<file path="config.mk">
export PLATFORM = sky130hd
export DESIGN_NAME = input_queue_per_port
export DESIGN_NICKNAME = d
export VERILOG_FILES = /design/src/common/noc_pkg.sv /design/src/common/flit_pkg.sv /design/src/hdl/fwft_fifo.sv /design/src/input_queue/flit_buffer.sv /design/src/input_queue/header_update.sv /design/src/input_queue/input_queue_per_port.sv /design/src/input_queue/ivc_control.sv /design/src/input_queue/look_ahead_xy_route.sv
export SDC_FILE = /design/constraint.sdc
export NUM_CORES = 1
export LEC_CHECK = 0
export ABC_CLOCK_PERIOD_IN_PS = 5250
export BUFFER_PORTS_ARGS = -buffer_cell sky130_fd_sc_hd__buf_2
export CELL_PAD_IN_SITES_DETAIL_PLACEMENT = 1
export CELL_PAD_IN_SITES_GLOBAL_PLACEMENT = 2
export CORE_MARGIN = 4
export CORE_UTILIZATION = 49
export CTS_CLUSTER_DIAMETER = 60
export DETAILED_ROUTE_END_ITERATION = 16
export GPL_ROUTABILITY_DRIVEN = 0
export PLACE_DENSITY = 0.85
export SETUP_SLACK_MARGIN = 0.02
export SYNTH_ARGS = -nofsm -noshare
export SYNTH_HDL_FRONTEND = slang
export SYNTH_HIERARCHICAL = 1
export SYNTH_SLANG_ARGS = --single-unit
</file>
<file path="constraint.sdc">
create_clock -name clk -period 5.25 [get_ports clk]
set_input_delay 0 -clock clk [delete_from_list [all_inputs] [get_ports clk]]
set_output_delay 0 -clock clk [all_outputs]
set_load 0.01 [all_outputs]
</file>
<file path="src/common/noc_pkg.sv">
`default_nettype none

package noc_pkg;

    // mesh geometry
    localparam int NUM_PORTS   = 5;
    localparam int NUM_VCS     = 4;
    localparam int VC_DEPTH    = 4;   // flits per vc
    localparam int MESH_X      = 4;
    localparam int MESH_Y      = 4;
    localparam int COORD_W     = $clog2((MESH_X > MESH_Y) ? MESH_X : MESH_Y);
    localparam int NUM_CLASSES = 2;
    localparam int PAYLOAD_W   = 32;

    typedef logic [2:0] port_num_t;

    // port numbering, x grows east, y grows south
    localparam port_num_t PORT_LOCAL = 3'd0;
    localparam port_num_t PORT_EAST  = 3'd1;
    localparam port_num_t PORT_NORTH = 3'd2;
    localparam port_num_t PORT_WEST  = 3'd3;
    localparam port_num_t PORT_SOUTH = 3'd4;

    typedef struct packed {
        logic [COORD_W-1:0] x;
        logic [COORD_W-1:0] y;
    } router_addr_t;

    typedef logic [NUM_VCS-1:0]   vc_mask_t;
    typedef logic [NUM_PORTS-2:0] port_mask_t;   // own port squeezed out
    typedef logic [$clog2(NUM_CLASSES)-1:0] class_t;

    // class 0 on vcs 0/1, class 1 on vcs 2/3
    localparam logic [NUM_CLASSES-1:0][NUM_VCS-1:0] CLASS_VC_MASK = {4'b1100, 4'b0011};

endpackage

`default_nettype wire

</file>
<file path="src/common/flit_pkg.sv">
`default_nettype none

package flit_pkg;

    typedef struct packed {
        logic                             hdr;
        logic                             tail;
        noc_pkg::vc_mask_t                vc;
        logic [noc_pkg::PAYLOAD_W-1:0]    payload;
    } flit_t;

    // header payload layout, msb first
    typedef struct packed {
        noc_pkg::class_t       class_id;
        noc_pkg::port_num_t    dest_port;   // output port at this router
        noc_pkg::router_addr_t dest_addr;
        noc_pkg::router_addr_t src_addr;
        logic [19:0]           data;
    } hdr_fields_t;

    // allocator side of one input port
    typedef struct packed {
        noc_pkg::vc_mask_t                           ivc_grant;   // one hot or zero
        noc_pkg::vc_mask_t                           reset_ivc;
        noc_pkg::vc_mask_t [noc_pkg::NUM_VCS-1:0]    assigned_ovc;
    } sw_ctrl_t;

    typedef struct packed {
        logic                  request;
        logic                  tail;
        noc_pkg::port_mask_t   dest_port;
        noc_pkg::vc_mask_t     candidate_ovcs;
    } ivc_status_t;

endpackage

`default_nettype wire

</file>
<file path="src/hdl/fwft_fifo.sv">
`default_nettype none

module fwft_fifo #(
    parameter type payload_t = logic,
    parameter int  DEPTH     = 4
) (
    input  wire      clk,
    input  wire      reset,
    input  wire      wr_en_i,
    input  wire      rd_en_i,
    input  payload_t din_i,
    output payload_t dout_o,
    output logic     empty_o
);

    localparam int PTR_W = (DEPTH > 1) ? $clog2(DEPTH) : 1;

    payload_t         mem [DEPTH];
    logic [PTR_W-1:0] wr_ptr;
    logic [PTR_W-1:0] rd_ptr;
    logic [PTR_W:0]   count;
    logic             rd_ok;

    assign rd_ok = rd_en_i && (count != '0);   // pop of an empty fifo is dropped

    always_ff @(posedge clk or posedge reset) begin
        if (reset) begin
            wr_ptr <= '0;
            rd_ptr <= '0;
            count  <= '0;
        end else begin
            if (wr_en_i) begin
                wr_ptr <= (wr_ptr == PTR_W'(DEPTH - 1)) ? '0 : wr_ptr + 1'b1;
            end
            if (rd_ok) begin
                rd_ptr <= (rd_ptr == PTR_W'(DEPTH - 1)) ? '0 : rd_ptr + 1'b1;
            end
            case ({wr_en_i, rd_ok})
                2'b10:   count <= count + 1'b1;
                2'b01:   count <= count - 1'b1;
                default: count <= count;
            endcase
        end
    end

    always_ff @(posedge clk) begin
        if (wr_en_i) begin
            mem[wr_ptr] <= din_i;
        end
    end

    // head entry always visible
    assign dout_o  = mem[rd_ptr];
    assign empty_o = (count == '0);

endmodule

`default_nettype wire

</file>
<file path="src/input_queue/flit_buffer.sv">
`default_nettype none

module flit_buffer (
    input  wire               clk,
    input  wire               reset,
    input  wire               wr_en_i,
    input  noc_pkg::vc_mask_t wr_vc_i,
    input  flit_pkg::flit_t   din_i,
    input  noc_pkg::vc_mask_t rd_vc_i,
    output flit_pkg::flit_t   dout_o,
    output logic              dout_valid_o,
    output noc_pkg::vc_mask_t not_empty_o
);

    localparam int PTR_W = $clog2(noc_pkg::VC_DEPTH);
    localparam int VC_W  = $clog2(noc_pkg::NUM_VCS);

    // vc index in the upper address bits
    flit_pkg::flit_t mem [noc_pkg::NUM_VCS * noc_pkg::VC_DEPTH];

    logic [noc_pkg::NUM_VCS-1:0][PTR_W-1:0] wr_ptr;
    logic [noc_pkg::NUM_VCS-1:0][PTR_W-1:0] rd_ptr;
    logic [noc_pkg::NUM_VCS-1:0][PTR_W:0]   count;
    logic [VC_W-1:0]                        wr_idx;
    logic [VC_W-1:0]                        rd_idx;
    noc_pkg::vc_mask_t                      wr_ok;
    noc_pkg::vc_mask_t                      rd_ok;

    always_comb begin
        wr_idx = '0;
        rd_idx = '0;
        for (int v = 0; v < noc_pkg::NUM_VCS; v++) begin
            if (wr_vc_i[v]) wr_idx = VC_W'(v);
            if (rd_vc_i[v]) rd_idx = VC_W'(v);
            not_empty_o[v] = (count[v] != '0);
        end
    end

    assign wr_ok = wr_en_i ? wr_vc_i : '0;
    assign rd_ok = rd_vc_i & not_empty_o;   // grant on empty vc ignored

    always_ff @(posedge clk or posedge reset) begin
        if (reset) begin
            wr_ptr       <= '0;
            rd_ptr       <= '0;
            count        <= '0;
            dout_valid_o <= 1'b0;
        end else begin
            dout_valid_o <= |rd_ok;
            for (int v = 0; v < noc_pkg::NUM_VCS; v++) begin
                if (wr_ok[v]) wr_ptr[v] <= wr_ptr[v] + 1'b1;   // depth is a power of two
                if (rd_ok[v]) rd_ptr[v] <= rd_ptr[v] + 1'b1;
                count[v] <= count[v] + (PTR_W+1)'(wr_ok[v]) - (PTR_W+1)'(rd_ok[v]);
            end
        end
    end

    always_ff @(posedge clk) begin
        if (wr_en_i) begin
            mem[{wr_idx, wr_ptr[wr_idx]}] <= din_i;
        end
        if (|rd_ok) begin
            dout_o <= mem[{rd_idx, rd_ptr[rd_idx]}];
        end
    end

endmodule

`default_nettype wire

</file>
<file path="src/input_queue/header_update.sv">
`default_nettype none

module header_update (
    input  wire                                        clk,
    input  wire                                        reset,
    input  noc_pkg::vc_mask_t                          ivc_grant_i,
    input  noc_pkg::vc_mask_t  [noc_pkg::NUM_VCS-1:0]  assigned_ovc_i,
    input  noc_pkg::port_num_t [noc_pkg::NUM_VCS-1:0]  lk_port_i,
    input  flit_pkg::flit_t                            buf_flit_i,
    input  wire                                        buf_valid_i,
    output flit_pkg::flit_t                            flit_o,
    output logic                                       flit_valid_o
);

    noc_pkg::vc_mask_t     ovc_sel;
    noc_pkg::port_num_t    lk_sel;
    noc_pkg::vc_mask_t     ovc_q;
    noc_pkg::port_num_t    lk_q;
    flit_pkg::hdr_fields_t hdr;

    // grant is one hot, so an or-mux is enough
    always_comb begin
        ovc_sel = '0;
        lk_sel  = '0;
        for (int v = 0; v < noc_pkg::NUM_VCS; v++) begin
            if (ivc_grant_i[v]) begin
                ovc_sel |= assigned_ovc_i[v];
                lk_sel  |= lk_port_i[v];
            end
        end
    end

    always_ff @(posedge clk or posedge reset) begin
        if (reset) begin
            ovc_q <= '0;
            lk_q  <= noc_pkg::PORT_LOCAL;
        end else if (|ivc_grant_i) begin
            ovc_q <= ovc_sel;
            lk_q  <= lk_sel;
        end
    end

    always_comb begin
        hdr           = flit_pkg::hdr_fields_t'(buf_flit_i.payload);
        hdr.dest_port = lk_q;   // next router's output port
        flit_o        = buf_flit_i;
        if (buf_flit_i.hdr) begin
            flit_o.payload = hdr;
            flit_o.vc      = ovc_q;
        end
    end

    assign flit_valid_o = buf_valid_i;

endmodule

`default_nettype wire

</file>
<file path="src/input_queue/input_queue_per_port.sv">
`default_nettype none

module input_queue_per_port #(
    parameter int PORT_NUM = 0
) (
    input  wire                                           clk,
    input  wire                                           reset,
    input  noc_pkg::router_addr_t                         current_addr_i,
    input  flit_pkg::flit_t                               flit_i,
    input  wire                                           flit_we_i,
    input  flit_pkg::sw_ctrl_t                            sw_ctrl_i,
    output flit_pkg::ivc_status_t [noc_pkg::NUM_VCS-1:0]  status_o,
    output flit_pkg::flit_t                               flit_o,
    output logic                                          flit_valid_o
);

    flit_pkg::hdr_fields_t                        hdr_in;
    noc_pkg::vc_mask_t                            flit_wr;
    noc_pkg::vc_mask_t                            hdr_wr;
    noc_pkg::port_num_t                           lk_port_new;
    noc_pkg::port_num_t  [noc_pkg::NUM_VCS-1:0]   lk_port_q;
    noc_pkg::vc_mask_t                            not_empty;
    noc_pkg::vc_mask_t                            status_tail;
    noc_pkg::port_mask_t [noc_pkg::NUM_VCS-1:0]   status_dest;
    noc_pkg::vc_mask_t   [noc_pkg::NUM_VCS-1:0]   status_ovcs;
    flit_pkg::flit_t                              buf_flit;
    logic                                         buf_valid;

    assign hdr_in  = flit_pkg::hdr_fields_t'(flit_i.payload);
    assign flit_wr = flit_we_i ? flit_i.vc : '0;   // per-vc write strobes
    assign hdr_wr  = flit_i.hdr ? flit_wr : '0;

    flit_buffer u_flit_buffer (
        .clk          (clk),
        .reset        (reset),
        .wr_en_i      (flit_we_i),
        .wr_vc_i      (flit_i.vc),
        .din_i        (flit_i),
        .rd_vc_i      (sw_ctrl_i.ivc_grant),
        .dout_o       (buf_flit),
        .dout_valid_o (buf_valid),
        .not_empty_o  (not_empty)
    );

    look_ahead_xy_route u_lk_route (
        .clk            (clk),
        .reset          (reset),
        .current_addr_i (current_addr_i),
        .dest_port_i    (hdr_in.dest_port),
        .dest_addr_i    (hdr_in.dest_addr),
        .lk_port_o      (lk_port_new)
    );

    ivc_control #(.PORT_NUM(PORT_NUM)) u_ivc_control (
        .clk           (clk),
        .reset         (reset),
        .flit_wr_i     (flit_wr),
        .hdr_wr_i      (hdr_wr),
        .tail_i        (flit_i.tail),
        .class_i       (hdr_in.class_id),
        .dest_port_i   (hdr_in.dest_port),
        .lk_port_i     (lk_port_new),
        .ivc_grant_i   (sw_ctrl_i.ivc_grant),
        .reset_ivc_i   (sw_ctrl_i.reset_ivc),
        .lk_port_o     (lk_port_q),
        .status_tail_o (status_tail),
        .status_dest_o (status_dest),
        .status_ovcs_o (status_ovcs)
    );

    header_update u_header_update (
        .clk            (clk),
        .reset          (reset),
        .ivc_grant_i    (sw_ctrl_i.ivc_grant),
        .assigned_ovc_i (sw_ctrl_i.assigned_ovc),
        .lk_port_i      (lk_port_q),
        .buf_flit_i     (buf_flit),
        .buf_valid_i    (buf_valid),
        .flit_o         (flit_o),
        .flit_valid_o   (flit_valid_o)
    );

    for (genvar v = 0; v < noc_pkg::NUM_VCS; v++) begin : g_status
        assign status_o[v] = '{
            request:        not_empty[v],
            tail:           status_tail[v],
            dest_port:      status_dest[v],
            candidate_ovcs: status_ovcs[v]
        };
    end

endmodule

`default_nettype wire

</file>
<file path="src/input_queue/ivc_control.sv">
`default_nettype none

module ivc_control #(
    parameter int PORT_NUM = 0
) (
    input  wire                                                clk,
    input  wire                                                reset,
    input  noc_pkg::vc_mask_t                                  flit_wr_i,
    input  noc_pkg::vc_mask_t                                  hdr_wr_i,
    input  wire                                                tail_i,
    input  wire                                                class_i,
    input  noc_pkg::port_num_t                                 dest_port_i,
    input  noc_pkg::port_num_t                                 lk_port_i,
    input  noc_pkg::vc_mask_t                                  ivc_grant_i,
    input  noc_pkg::vc_mask_t                                  reset_ivc_i,
    output noc_pkg::port_num_t  [noc_pkg::NUM_VCS-1:0]         lk_port_o,
    output noc_pkg::vc_mask_t                                  status_tail_o,
    output noc_pkg::port_mask_t [noc_pkg::NUM_VCS-1:0]         status_dest_o,
    output noc_pkg::vc_mask_t   [noc_pkg::NUM_VCS-1:0]         status_ovcs_o
);

    noc_pkg::vc_mask_t  hdr_wr_d;   // look-ahead result lands one edge late
    noc_pkg::vc_mask_t  tail_q;
    noc_pkg::vc_mask_t  tail_empty;
    noc_pkg::vc_mask_t  class_empty;
    noc_pkg::vc_mask_t  dest_empty;
    noc_pkg::class_t    class_q [noc_pkg::NUM_VCS];
    noc_pkg::port_num_t dest_q  [noc_pkg::NUM_VCS];

    // drop own port from the 5-bit one hot
    function automatic noc_pkg::port_mask_t to_port_mask(noc_pkg::port_num_t port);
        logic [noc_pkg::NUM_PORTS-1:0] onehot;
        noc_pkg::port_mask_t           mask;
        onehot = noc_pkg::NUM_PORTS'(1) << port;
        for (int k = 0; k < noc_pkg::NUM_PORTS - 1; k++) begin
            mask[k] = (k < PORT_NUM) ? onehot[k] : onehot[k+1];
        end
        return mask;
    endfunction

    always_ff @(posedge clk or posedge reset) begin
        if (reset) begin
            hdr_wr_d <= '0;
        end else begin
            hdr_wr_d <= hdr_wr_i;
        end
    end

    for (genvar v = 0; v < noc_pkg::NUM_VCS; v++) begin : g_vc
        // one entry per flit
        fwft_fifo #(.payload_t(logic), .DEPTH(noc_pkg::VC_DEPTH)) u_tail_fifo (
            .clk     (clk),
            .reset   (reset),
            .wr_en_i (flit_wr_i[v]),
            .rd_en_i (ivc_grant_i[v]),
            .din_i   (tail_i),
            .dout_o  (tail_q[v]),
            .empty_o (tail_empty[v])
        );

        // one entry per packet, popped on release
        fwft_fifo #(.payload_t(noc_pkg::class_t), .DEPTH(noc_pkg::VC_DEPTH)) u_class_fifo (
            .clk     (clk),
            .reset   (reset),
            .wr_en_i (hdr_wr_i[v]),
            .rd_en_i (reset_ivc_i[v]),
            .din_i   (class_i),
            .dout_o  (class_q[v]),
            .empty_o (class_empty[v])
        );

        fwft_fifo #(.payload_t(noc_pkg::port_num_t), .DEPTH(noc_pkg::VC_DEPTH)) u_dest_fifo (
            .clk     (clk),
            .reset   (reset),
            .wr_en_i (hdr_wr_i[v]),
            .rd_en_i (reset_ivc_i[v]),
            .din_i   (dest_port_i),
            .dout_o  (dest_q[v]),
            .empty_o (dest_empty[v])
        );

        fwft_fifo #(.payload_t(noc_pkg::port_num_t), .DEPTH(noc_pkg::VC_DEPTH)) u_lk_fifo (
            .clk     (clk),
            .reset   (reset),
            .wr_en_i (hdr_wr_d[v]),
            .rd_en_i (reset_ivc_i[v]),
            .din_i   (lk_port_i),
            .dout_o  (lk_port_o[v]),
            .empty_o ()
        );

        assign status_tail_o[v] = tail_q[v] & ~tail_empty[v];
        assign status_dest_o[v] = dest_empty[v] ? '0 : to_port_mask(dest_q[v]);
        assign status_ovcs_o[v] = class_empty[v] ? '0 : noc_pkg::CLASS_VC_MASK[class_q[v]];
    end

endmodule

`default_nettype wire

</file>
<file path="src/input_queue/look_ahead_xy_route.sv">
`default_nettype none

module look_ahead_xy_route (
    input  wire                   clk,
    input  wire                   reset,
    input  noc_pkg::router_addr_t current_addr_i,
    input  noc_pkg::port_num_t    dest_port_i,
    input  noc_pkg::router_addr_t dest_addr_i,
    output noc_pkg::port_num_t    lk_port_o
);

    noc_pkg::router_addr_t next_addr;
    noc_pkg::port_num_t    lk_next;

    // neighbour the flit leaves to
    always_comb begin
        next_addr = current_addr_i;
        case (dest_port_i)
            noc_pkg::PORT_EAST:  next_addr.x = current_addr_i.x + 1'b1;
            noc_pkg::PORT_NORTH: next_addr.y = current_addr_i.y - 1'b1;
            noc_pkg::PORT_WEST:  next_addr.x = current_addr_i.x - 1'b1;
            noc_pkg::PORT_SOUTH: next_addr.y = current_addr_i.y + 1'b1;
            default:             next_addr   = current_addr_i;
        endcase
    end

    // xy from the next router, x first
    always_comb begin
        if (dest_port_i == noc_pkg::PORT_LOCAL) begin
            lk_next = noc_pkg::PORT_LOCAL;   // ejects here
        end else if (dest_addr_i.x > next_addr.x) begin
            lk_next = noc_pkg::PORT_EAST;
        end else if (dest_addr_i.x < next_addr.x) begin
            lk_next = noc_pkg::PORT_WEST;
        end else if (dest_addr_i.y < next_addr.y) begin
            lk_next = noc_pkg::PORT_NORTH;
        end else if (dest_addr_i.y > next_addr.y) begin
            lk_next = noc_pkg::PORT_SOUTH;
        end else begin
            lk_next = noc_pkg::PORT_LOCAL;
        end
    end

    always_ff @(posedge clk or posedge reset) begin
        if (reset) begin
            lk_port_o <= noc_pkg::PORT_LOCAL;
        end else begin
            lk_port_o <= lk_next;
        end
    end

endmodule

`default_nettype wire

</file>
==> results.json, run 1 <==
{
  "yosysWarnings": 6,
  "start_util_pct": 49.61,
  "pwr-share-seq_pct": 43.9,
  "fin_cells": 3895,
  "post-route-period-util_pct": 64.91,
  "globalRouteOverflowTotal": 0,
  "hpwl_mm": 60.58,
  "synth_commonest_cells": "edfxtp_1 (774), nand2_1 (226), dfrtp_1 (155)",
  "final_nets": 2959,
  "synth_area_um2": 39320,
  "core-area_um2": 79260,
  "synth_top_family_by_area": "compound AO/OA/AOI/OAI gates",
  "synthXorXnorAreaFrac_pct": 1.715,
  "rsz0062_at_grt": "false",
  "cpMaxStageDelayCell": "o211a_4",
  "grt_max_degree": 155,
  "synth-edff-count": 774,
  "max_freq_mhz": 293.4,
  "vdd_drop_max_mv": 0.2680,
  "drt_pre_antenna_iters": 6,
  "numCtsBuffers": 99,
  "hp-class": "input port to flop",
  "timing.critical_path.buf_inv": 2,
  "cp_cell_sequence": "or3b_1, buf_4, o211a_4, buf_4, a21oi_1, a221oi_1, a211o_1",
  "fin_setup_tns_ns": 0,
  "synth_top_flop_cell": "edfxtp_1",
  "grt_pass1_wl_mm": 155.3,
  "syn_inst": 2574,
  "fin_crit_ns": 3.408,
  "fp.dieH_um": 291.3,
  "clk_pin_slew_ns": 0.06,
  "placed_cells": 3647,
  "clock_power_share_pct": 29.7,
  "die_w_um": 291.3,
  "synth_mux_area_share_pct": 5.915,
  "die_area_um2": 84840,
  "finalHoldViolCount": 0,
  "synth.most_common_cell": "edfxtp_1",
  "yosys.area_share.adder_pct": 4.455,
  "via_per_inst": 5.975,
  "worst_path_dominant_cell_family": "compound AO/OA/AOI/OAI gates",
  "clk_latency_ns": 0.64,
  "portBuffers": 147,
  "ys_types": 60,
  "ys_seq_elements": 929,
  "avgSynthCellArea_um2": 15.28,
  "synth-simple-area-share_pct": 7.360,
  "antenna_found_initial": 2,
  "internal_power_mw": 15.49,
  "startpoint": "u_flit_buffer/rd_ptr[4]$_DFFE_PP0P_",
  "critPathCaptureType": "flop",
  "synthArstFlopShare_pct": 16.68,
  "rows": 103,
  "clock_skew_ns": 0.02928,
  "clock_sinks": 929,
  "rr_endpoint": "u_flit_buffer/dout_o[31]$_DFFE_PP_",
  "synth_area_leaders": "edfxtp_1 (59%), dfrtp_1 (9.9%), ha_1 (3.4%)",
  "cts_tree": "built",
  "synth-compound-area-share_pct": 7.904,
  "cp.depth": 7,
  "finalSetupViolCount": 0,
  "areaGrowthSynthToFinish_pct": 13.96,
  "critPathMaxFanout": 63,
  "ys_seq_area_share_pct": 68.97,
  "cp_slowest_stage_delay_ns": 0.85,
  "cpMostUsedCell": "buf_4",
  "drtAntennaViolNets": 0,
  "ff2ff_setup_slack_ns": 1.84,
  "p_leak_nw": 16.51,
  "crit_type": "flop to flop",
  "r2r_start": "u_flit_buffer/rd_ptr[4]$_DFFE_PP0P_",
  "p_per_area_nw_per_um2": 505.3,
  "cap_violations": 0,
  "ctsHtreeMaxLevel": 3,
  "drc": 0,
  "nFillCells": 7347,
  "synth_nets": 2771,
  "ios": 148,
  "critPathLaunchType": "flop",
  "p_sw_mw": 7.154,
  "worstSetupEndpoint": "u_flit_buffer/dout_o[31]$_DFFE_PP_",
  "totalWireLength_mm": 103.0,
  "cp_data_required_time_ns": 5.76,
  "max-clock-path-buffers": 3,
  "max_slew.worst_pin.slew_ns": 1.198,
  "track_usage_pct": 23.94,
  "post_drt_wl_per_cell_um": 26.45,
  "synth.largest_area_cell": "edfxtp_1",
  "status": "finished, final reports clean",
  "worstPathArrival_ns": 3.92,
  "synth_top_area_share_pct": 59.11,
  "drive_gt1_share_pct": 16.54,
  "drv_slew": 0,
  "p_comb_share_pct": 26.4,
  "grt_pass1_vias": 25351,
  "drt_first_iter_violations": 1925,
  "r2r_cells": 7,
  "ctsRootBufferMaster": "clkbuf_16",
  "relSlewSlack_pct": 20.03,
  "p_sw_share_pct": 31.60,
  "num_vias": 23271
}
==> registers in the layout, indices dropped and copies added, names as in the netlist, 16 cells and up <==
signal,count
u_ivc_control/g_vc.u_dest_fifo/mem,48
u_ivc_control/g_vc.u_tail_fifo/mem,16
u_flit_buffer/mem,608
u_flit_buffer/dout_o,38
u_ivc_control/g_vc.u_class_fifo/mem,16
u_ivc_control/g_vc.u_lk_fifo/mem,48
==> cell type report <==
class	instances	area, um2	area share [%]
Sequential cell	929	27120	60.53
Multi-Input combinational cell	1332	10970	24.47
Clock buffer	130	2706	6.040
Timing Repair Buffer	252	1722	3.842
Tap cell	1050	1314	2.932
Inverter	148	555.5	1.240
Clock inverter	51	417.9	0.9326
Antenna cell	3	7.507	0.01675
==> power groups by stage <==
stage | Combinational [mW] | Sequential [mW] | Clock (mW)
final | 5.97 | 9.94 | 6.73
after global routing | 6.53 | 10.1 | 7.20
after CTS | 6.02 | 9.96 | 6.85
after detailed placement | 5.90 | 10.1 | 0
after global placement | 5.47 | 9.98 | 0
after floorplan | 4.28 | 9.77 | 0
==> layer usage <==
metal,wire length (um),share of wire (%),global-route usage (%)
met1,40620,39,30.64
met2,53650,52,42.37
met3,6251,6.1,3.754
met4,2485,2.4,6.995
met5,13,0.013,0
==> timing repair <==
action	CTS	global route
endpoints found under the hold margin	860	0
gates resized for setup	0	0
hold buffers	64	0
buffers inserted	0	0
==> layout by cell type (no fill, tap or decap), types with 7 or more instances in the layout <==
cell,count
a31oi_1,45
mux4_2,16
fa_1,20
nand3_1,43
xor2_1,37
a21oi_1,39
edfxtp_1,774
nand2_1,226
o311a_1,38
clkbuf_16,101
mux2i_1,94
and2_1,64
a221oi_1,76
dlygate4sd3_1,64
nor4b_1,12
mux4_1,16
a32oi_1,38
nor2_4,18
inv_1,140
nand2b_4,16
o21ai_0,74
nor3_2,16
ha_1,108
inv_2,8
mux2_2,11
buf_2,147
nor2b_1,10
a311oi_1,38
clkinv_1,16
clkinv_2,20
a22oi_1,14
or3_1,59
nor2_1,47
clkbuf_8,7
mux2_4,32
buf_4,38
clkbuf_1,22
a211o_1,38
xnor2_1,40
dfrtp_1,155
==> worst reg2reg max path: stages (launching register included) <==
cell      delay (ns)
dfrtp_1         0.43
or3b_1          0.14
buf_4           0.49
o211a_4         0.86
buf_4           0.59
a21oi_1         0.22
a221oi_1        0.40
a211o_1         0.15
==> worst min-delay path by stage <==
stage                                  from                                                       to  slack, ns  cells after the start
after global routing      current_addr_i[2]                        u_lk_route/lk_port_o[0]$_DFF_PP0_       0.06                      5
after global placement                reset                        u_lk_route/lk_port_o[1]$_DFF_PP0_       0.21                      3
after detailed placement              reset                        u_lk_route/lk_port_o[2]$_DFF_PP0_       0.22                      3
after CTS                 current_addr_i[2]                        u_lk_route/lk_port_o[0]$_DFF_PP0_      0.004                      5
final                         sw_ctrl_i[23]  u_ivc_control/g_vc[3].u_tail_fifo/rd_ptr[1]$_DFFE_PP0P_       0.04                      3
after floorplan                       reset                        u_lk_route/lk_port_o[0]$_DFF_PP0_      -0.25                      1
==> cell families after synthesis <==
| family | Yosys count |
|---|---|
| AND/OR/NAND/NOR | 546 |
| AO/OA/AOI/OAI | 412 |
| flip-flops | 929 |
| XOR/XNOR | 77 |
| adder cells (fa/ha/maj) | 128 |
| multiplexers | 169 |
| buffers and inverters | 313 |
==> per-stage QoR <==
| step | cell area (um2) | hold WS [ns] | utilization, % | setup slack, ns | power (mW) |
|---|---|---|---|---|---|
| 3_5_place_dp | 41040 | 0.2205 | 51.78 | 1.812 | 15.98 |
| 2_1_floorplan | 39320 | -0.2464 | - | 2.172 | 14.05 |
| 5_1_grt | 44800 | 0.05580 | 56.53 | 1.650 | 23.79 |
| 6_report | 44810 | 0.04034 | 56.54 | 1.842 | 22.64 |
| 4_1_cts | 44800 | 0.004007 | 56.53 | 1.900 | 22.84 |
| 3_3_place_gp | 41040 | 0.2085 | 51.78 | 1.917 | 15.45 |
(Power assumes the default switching activity.)
==> run 2: changes to the inputs <==
ABC_CLOCK_PERIOD_IN_PS = 3430   (was 5250)
CORE_UTILIZATION = 46   (was 49)
PLACE_DENSITY = 0.81   (was 0.85)
clock period = 3.43 ns   (was 5.25 ns; I/O delays follow)
==> results.json, run 2 (synthesis results as in run 1) <==
{
  "p_total_mw": 35.11,
  "clk_pin_slew_ns": 0.06,
  "track_usage_pct": 22.84,
  "max_freq_mhz": 344.3,
  "p_sw_share_pct": 31.87,
  "areaGrowthSynthToFinish_pct": 15.52,
  "vdd_drop_max_mv": 0.4542,
  "rows": 106,
  "via_per_inst": 5.846,
  "drv_slew": 0,
  "internal_power_mw": 23.92,
  "ctsResizeCount": 0,
  "p_sw_mw": 11.19,
  "finalHoldViolCount": 0,
  "fp.dieH_um": 300.4,
  "post-route-period-util_pct": 84.68,
  "start_util_pct": 46.69,
  "globalRouteOverflowTotal": 0,
  "die_area_um2": 90220,
  "final_cell_mix": "edfxtp_1 (774), nand2_1 (226), dfrtp_1 (155)",
  "cts_tree": "built",
  "cpMostUsedCell": "dlygate4sd3_1",
  "drc": 0,
  "clock_skew_ns": 0.03495,
  "cp_cell_sequence": "dlygate4sd3_1, buf_2, or3b_1, a21oi_2, xnor2_1, ha_1, nand2_1, dlygate4sd3_1, nor4bb_1, dlygate4sd3_1",
  "largest_reg_flops": 608,
  "routed-wl-met2_mm": 52.78,
  "final_nets": 2984,
  "fin_crit_ns": 2.905,
  "clk_latency_ns": 0.67,
  "clock_power_share_pct": 30.1,
  "worst_path_dominant_cell_family": "buffers and inverters",
  "max-clock-path-buffers": 3,
  "antenna_found_initial": 2,
  "top_regs": "u_flit_buffer/mem x608, u_ivc_control/g_vc.u_dest_fifo/mem x48, u_ivc_control/g_vc.u_lk_fifo/mem x48",
  "num_vias": 23421,
  "drt_first_iter_violations": 1746,
  "portBuffers": 147,
  "timing.critical_path.buf_inv": 4,
  "pwr-share-seq_pct": 43.3,
  "max_slew.worst_pin.slew_ns": 0.8474,
  "drt_pre_antenna_iters": 5,
  "p_per_area_nw_per_um2": 772.9,
  "wl_met3_mm": 5.633,
  "hpwl_mm": 60.80,
  "fin_setup_tns_ns": 0,
  "core-area_um2": 84220,
  "status": "finished, final reports clean",
  "critPathMaxFanout": 38,
  "wl_met1_mm": 42.39,
  "critPathCaptureType": "flop",
  "hp-class": "input port to asynchronous set/reset pin",
  "p_comb_share_pct": 26.6,
  "post_drt_wl_per_cell_um": 25.81,
  "grt_pass1_vias": 25664,
  "cp_data_required_time_ns": 4.03,
  "ctsRootBufferMaster": "clkbuf_16",
  "max_flop_register": "u_flit_buffer/mem",
  "totalWireLength_mm": 103.4,
  "rsz0062_at_grt": "false",
  "drive_gt1_share_pct": 17.18,
  "die_w_um": 300.4,
  "numCtsBuffers": 98,
  "final_common_cell": "edfxtp_1",
  "p_leak_nw": 16.72,
  "topRoutingLayerUsed": "met5",
  "finalSetupViolCount": 0,
  "ios": 148,
  "cap_violations": 0,
  "grt_pass1_wl_mm": 157.4,
  "worstPathArrival_ns": 3.51,
  "drtAntennaViolNets": 0,
  "critPathLaunchType": "input port",
  "cp_slowest_stage_delay_ns": 0.60,
  "clock_sinks": 929,
  "cpMaxStageDelayCell": "dlygate4sd3_1",
  "ctsHtreeMaxLevel": 3,
  "grt_max_degree": 115,
  "relSlewSlack_pct": 43.51,
  "crit_type": "input port to flop"
}
==> run 2: cell types whose count changed in the layout (fill, tap and decap cells not counted), moves of 4 or more <==
cell	delta
clkinv_2	-4
buf_12	+14
buf_4	+8
clkinv_1	+6
clkinv_16	+4
==> run 2: repair_timing <==
| action | CTS | global route |
|---|---|---|
| hold buffers | 67 | 0 |
| endpoints found under the hold margin | 881 | 0 |
| setup buffers | 0 | 0 |
==> run 2: worst paths after layout <==
check	startpoint	end	slack, ns	cells after the start
setup / recovery	flit_i[30]	u_lk_route/lk_port_o[2]$_DFF_PP0_	0.53	10
hold / removal	reset	u_flit_buffer/count[8]$_DFF_PP0_	0.02	3
setup reg to reg	u_flit_buffer/rd_ptr[4]$_DFFE_PP0P_	u_flit_buffer/dout_o[22]$_DFFE_PP_	0.75	7
hold reg to reg	u_flit_buffer/wr_ptr[3]$_DFFE_PP0P_	u_flit_buffer/wr_ptr[3]$_DFFE_PP0P_	0.47	1
max in group asynchronous	reset	u_flit_buffer/count[11]$_DFF_PP0_	2.86	4
min in group clk	current_addr_i[3]	u_lk_route/lk_port_o[1]$_DFF_PP0_	0.12	5
==> run 2: per-layer routing <==
metal	up-vias	track usage [%]
met5	-	0
met4	2	6.085
met3	183	3.389
met2	788	40.05
met1	12290	29.94
li1	10158	-
==> run 2: final cells by class <==
| class | count | area [um2] |
|---|---|---|
| multi-input combinational | 1332 | 10970 |
| antenna | 2 | 5.005 |
| clock inverter | 62 | 660.6 |
| tap | 1134 | 1419 |
| inverter | 148 | 555.5 |
| clock buffer | 121 | 2579 |
| fill | 7987 | 38790 |
| timing repair buffer | 278 | 2120 |
| sequential | 929 | 27120 |
==> run 2: tightest hold or removal path: stages <==
cell           delay [ns]
dlygate4sd3_1        0.53
buf_2                0.13
inv_1                0.49
==> run 2: power groups by stage <==
stage | Clock [mW] | Combinational (mW) | Sequential [mW]
3_3_place_gp | 0 | 8.59 | 15.3
5_1_grt | 11.3 | 10.2 | 15.4
4_1_cts | 10.8 | 9.42 | 15.2
3_5_place_dp | 0 | 9.21 | 15.4
2_1_floorplan | 0 | 6.55 | 14.9
6_report | 10.6 | 9.34 | 15.2
==> run 2: through the flow <==
step | hold WS [ns] | worst slack (ns) | cells | area (um2) | util [%]
finish | 0.02382 | 0.5255 | 4006 | 45420 | 53.94
global route | 0.02641 | 0.4641 | 4005 | 45420 | 53.93
CTS | 0.01354 | 0.7188 | 4004 | 45420 | 53.93
detailed placement | 0.1659 | 0.7353 | 3754 | 41510 | 49.29
global placement | 0.2093 | 0.8523 | 3753 | 41480 | 49.26
floorplan | -0.2464 | 0.3520 | 2574 | 39320 | -
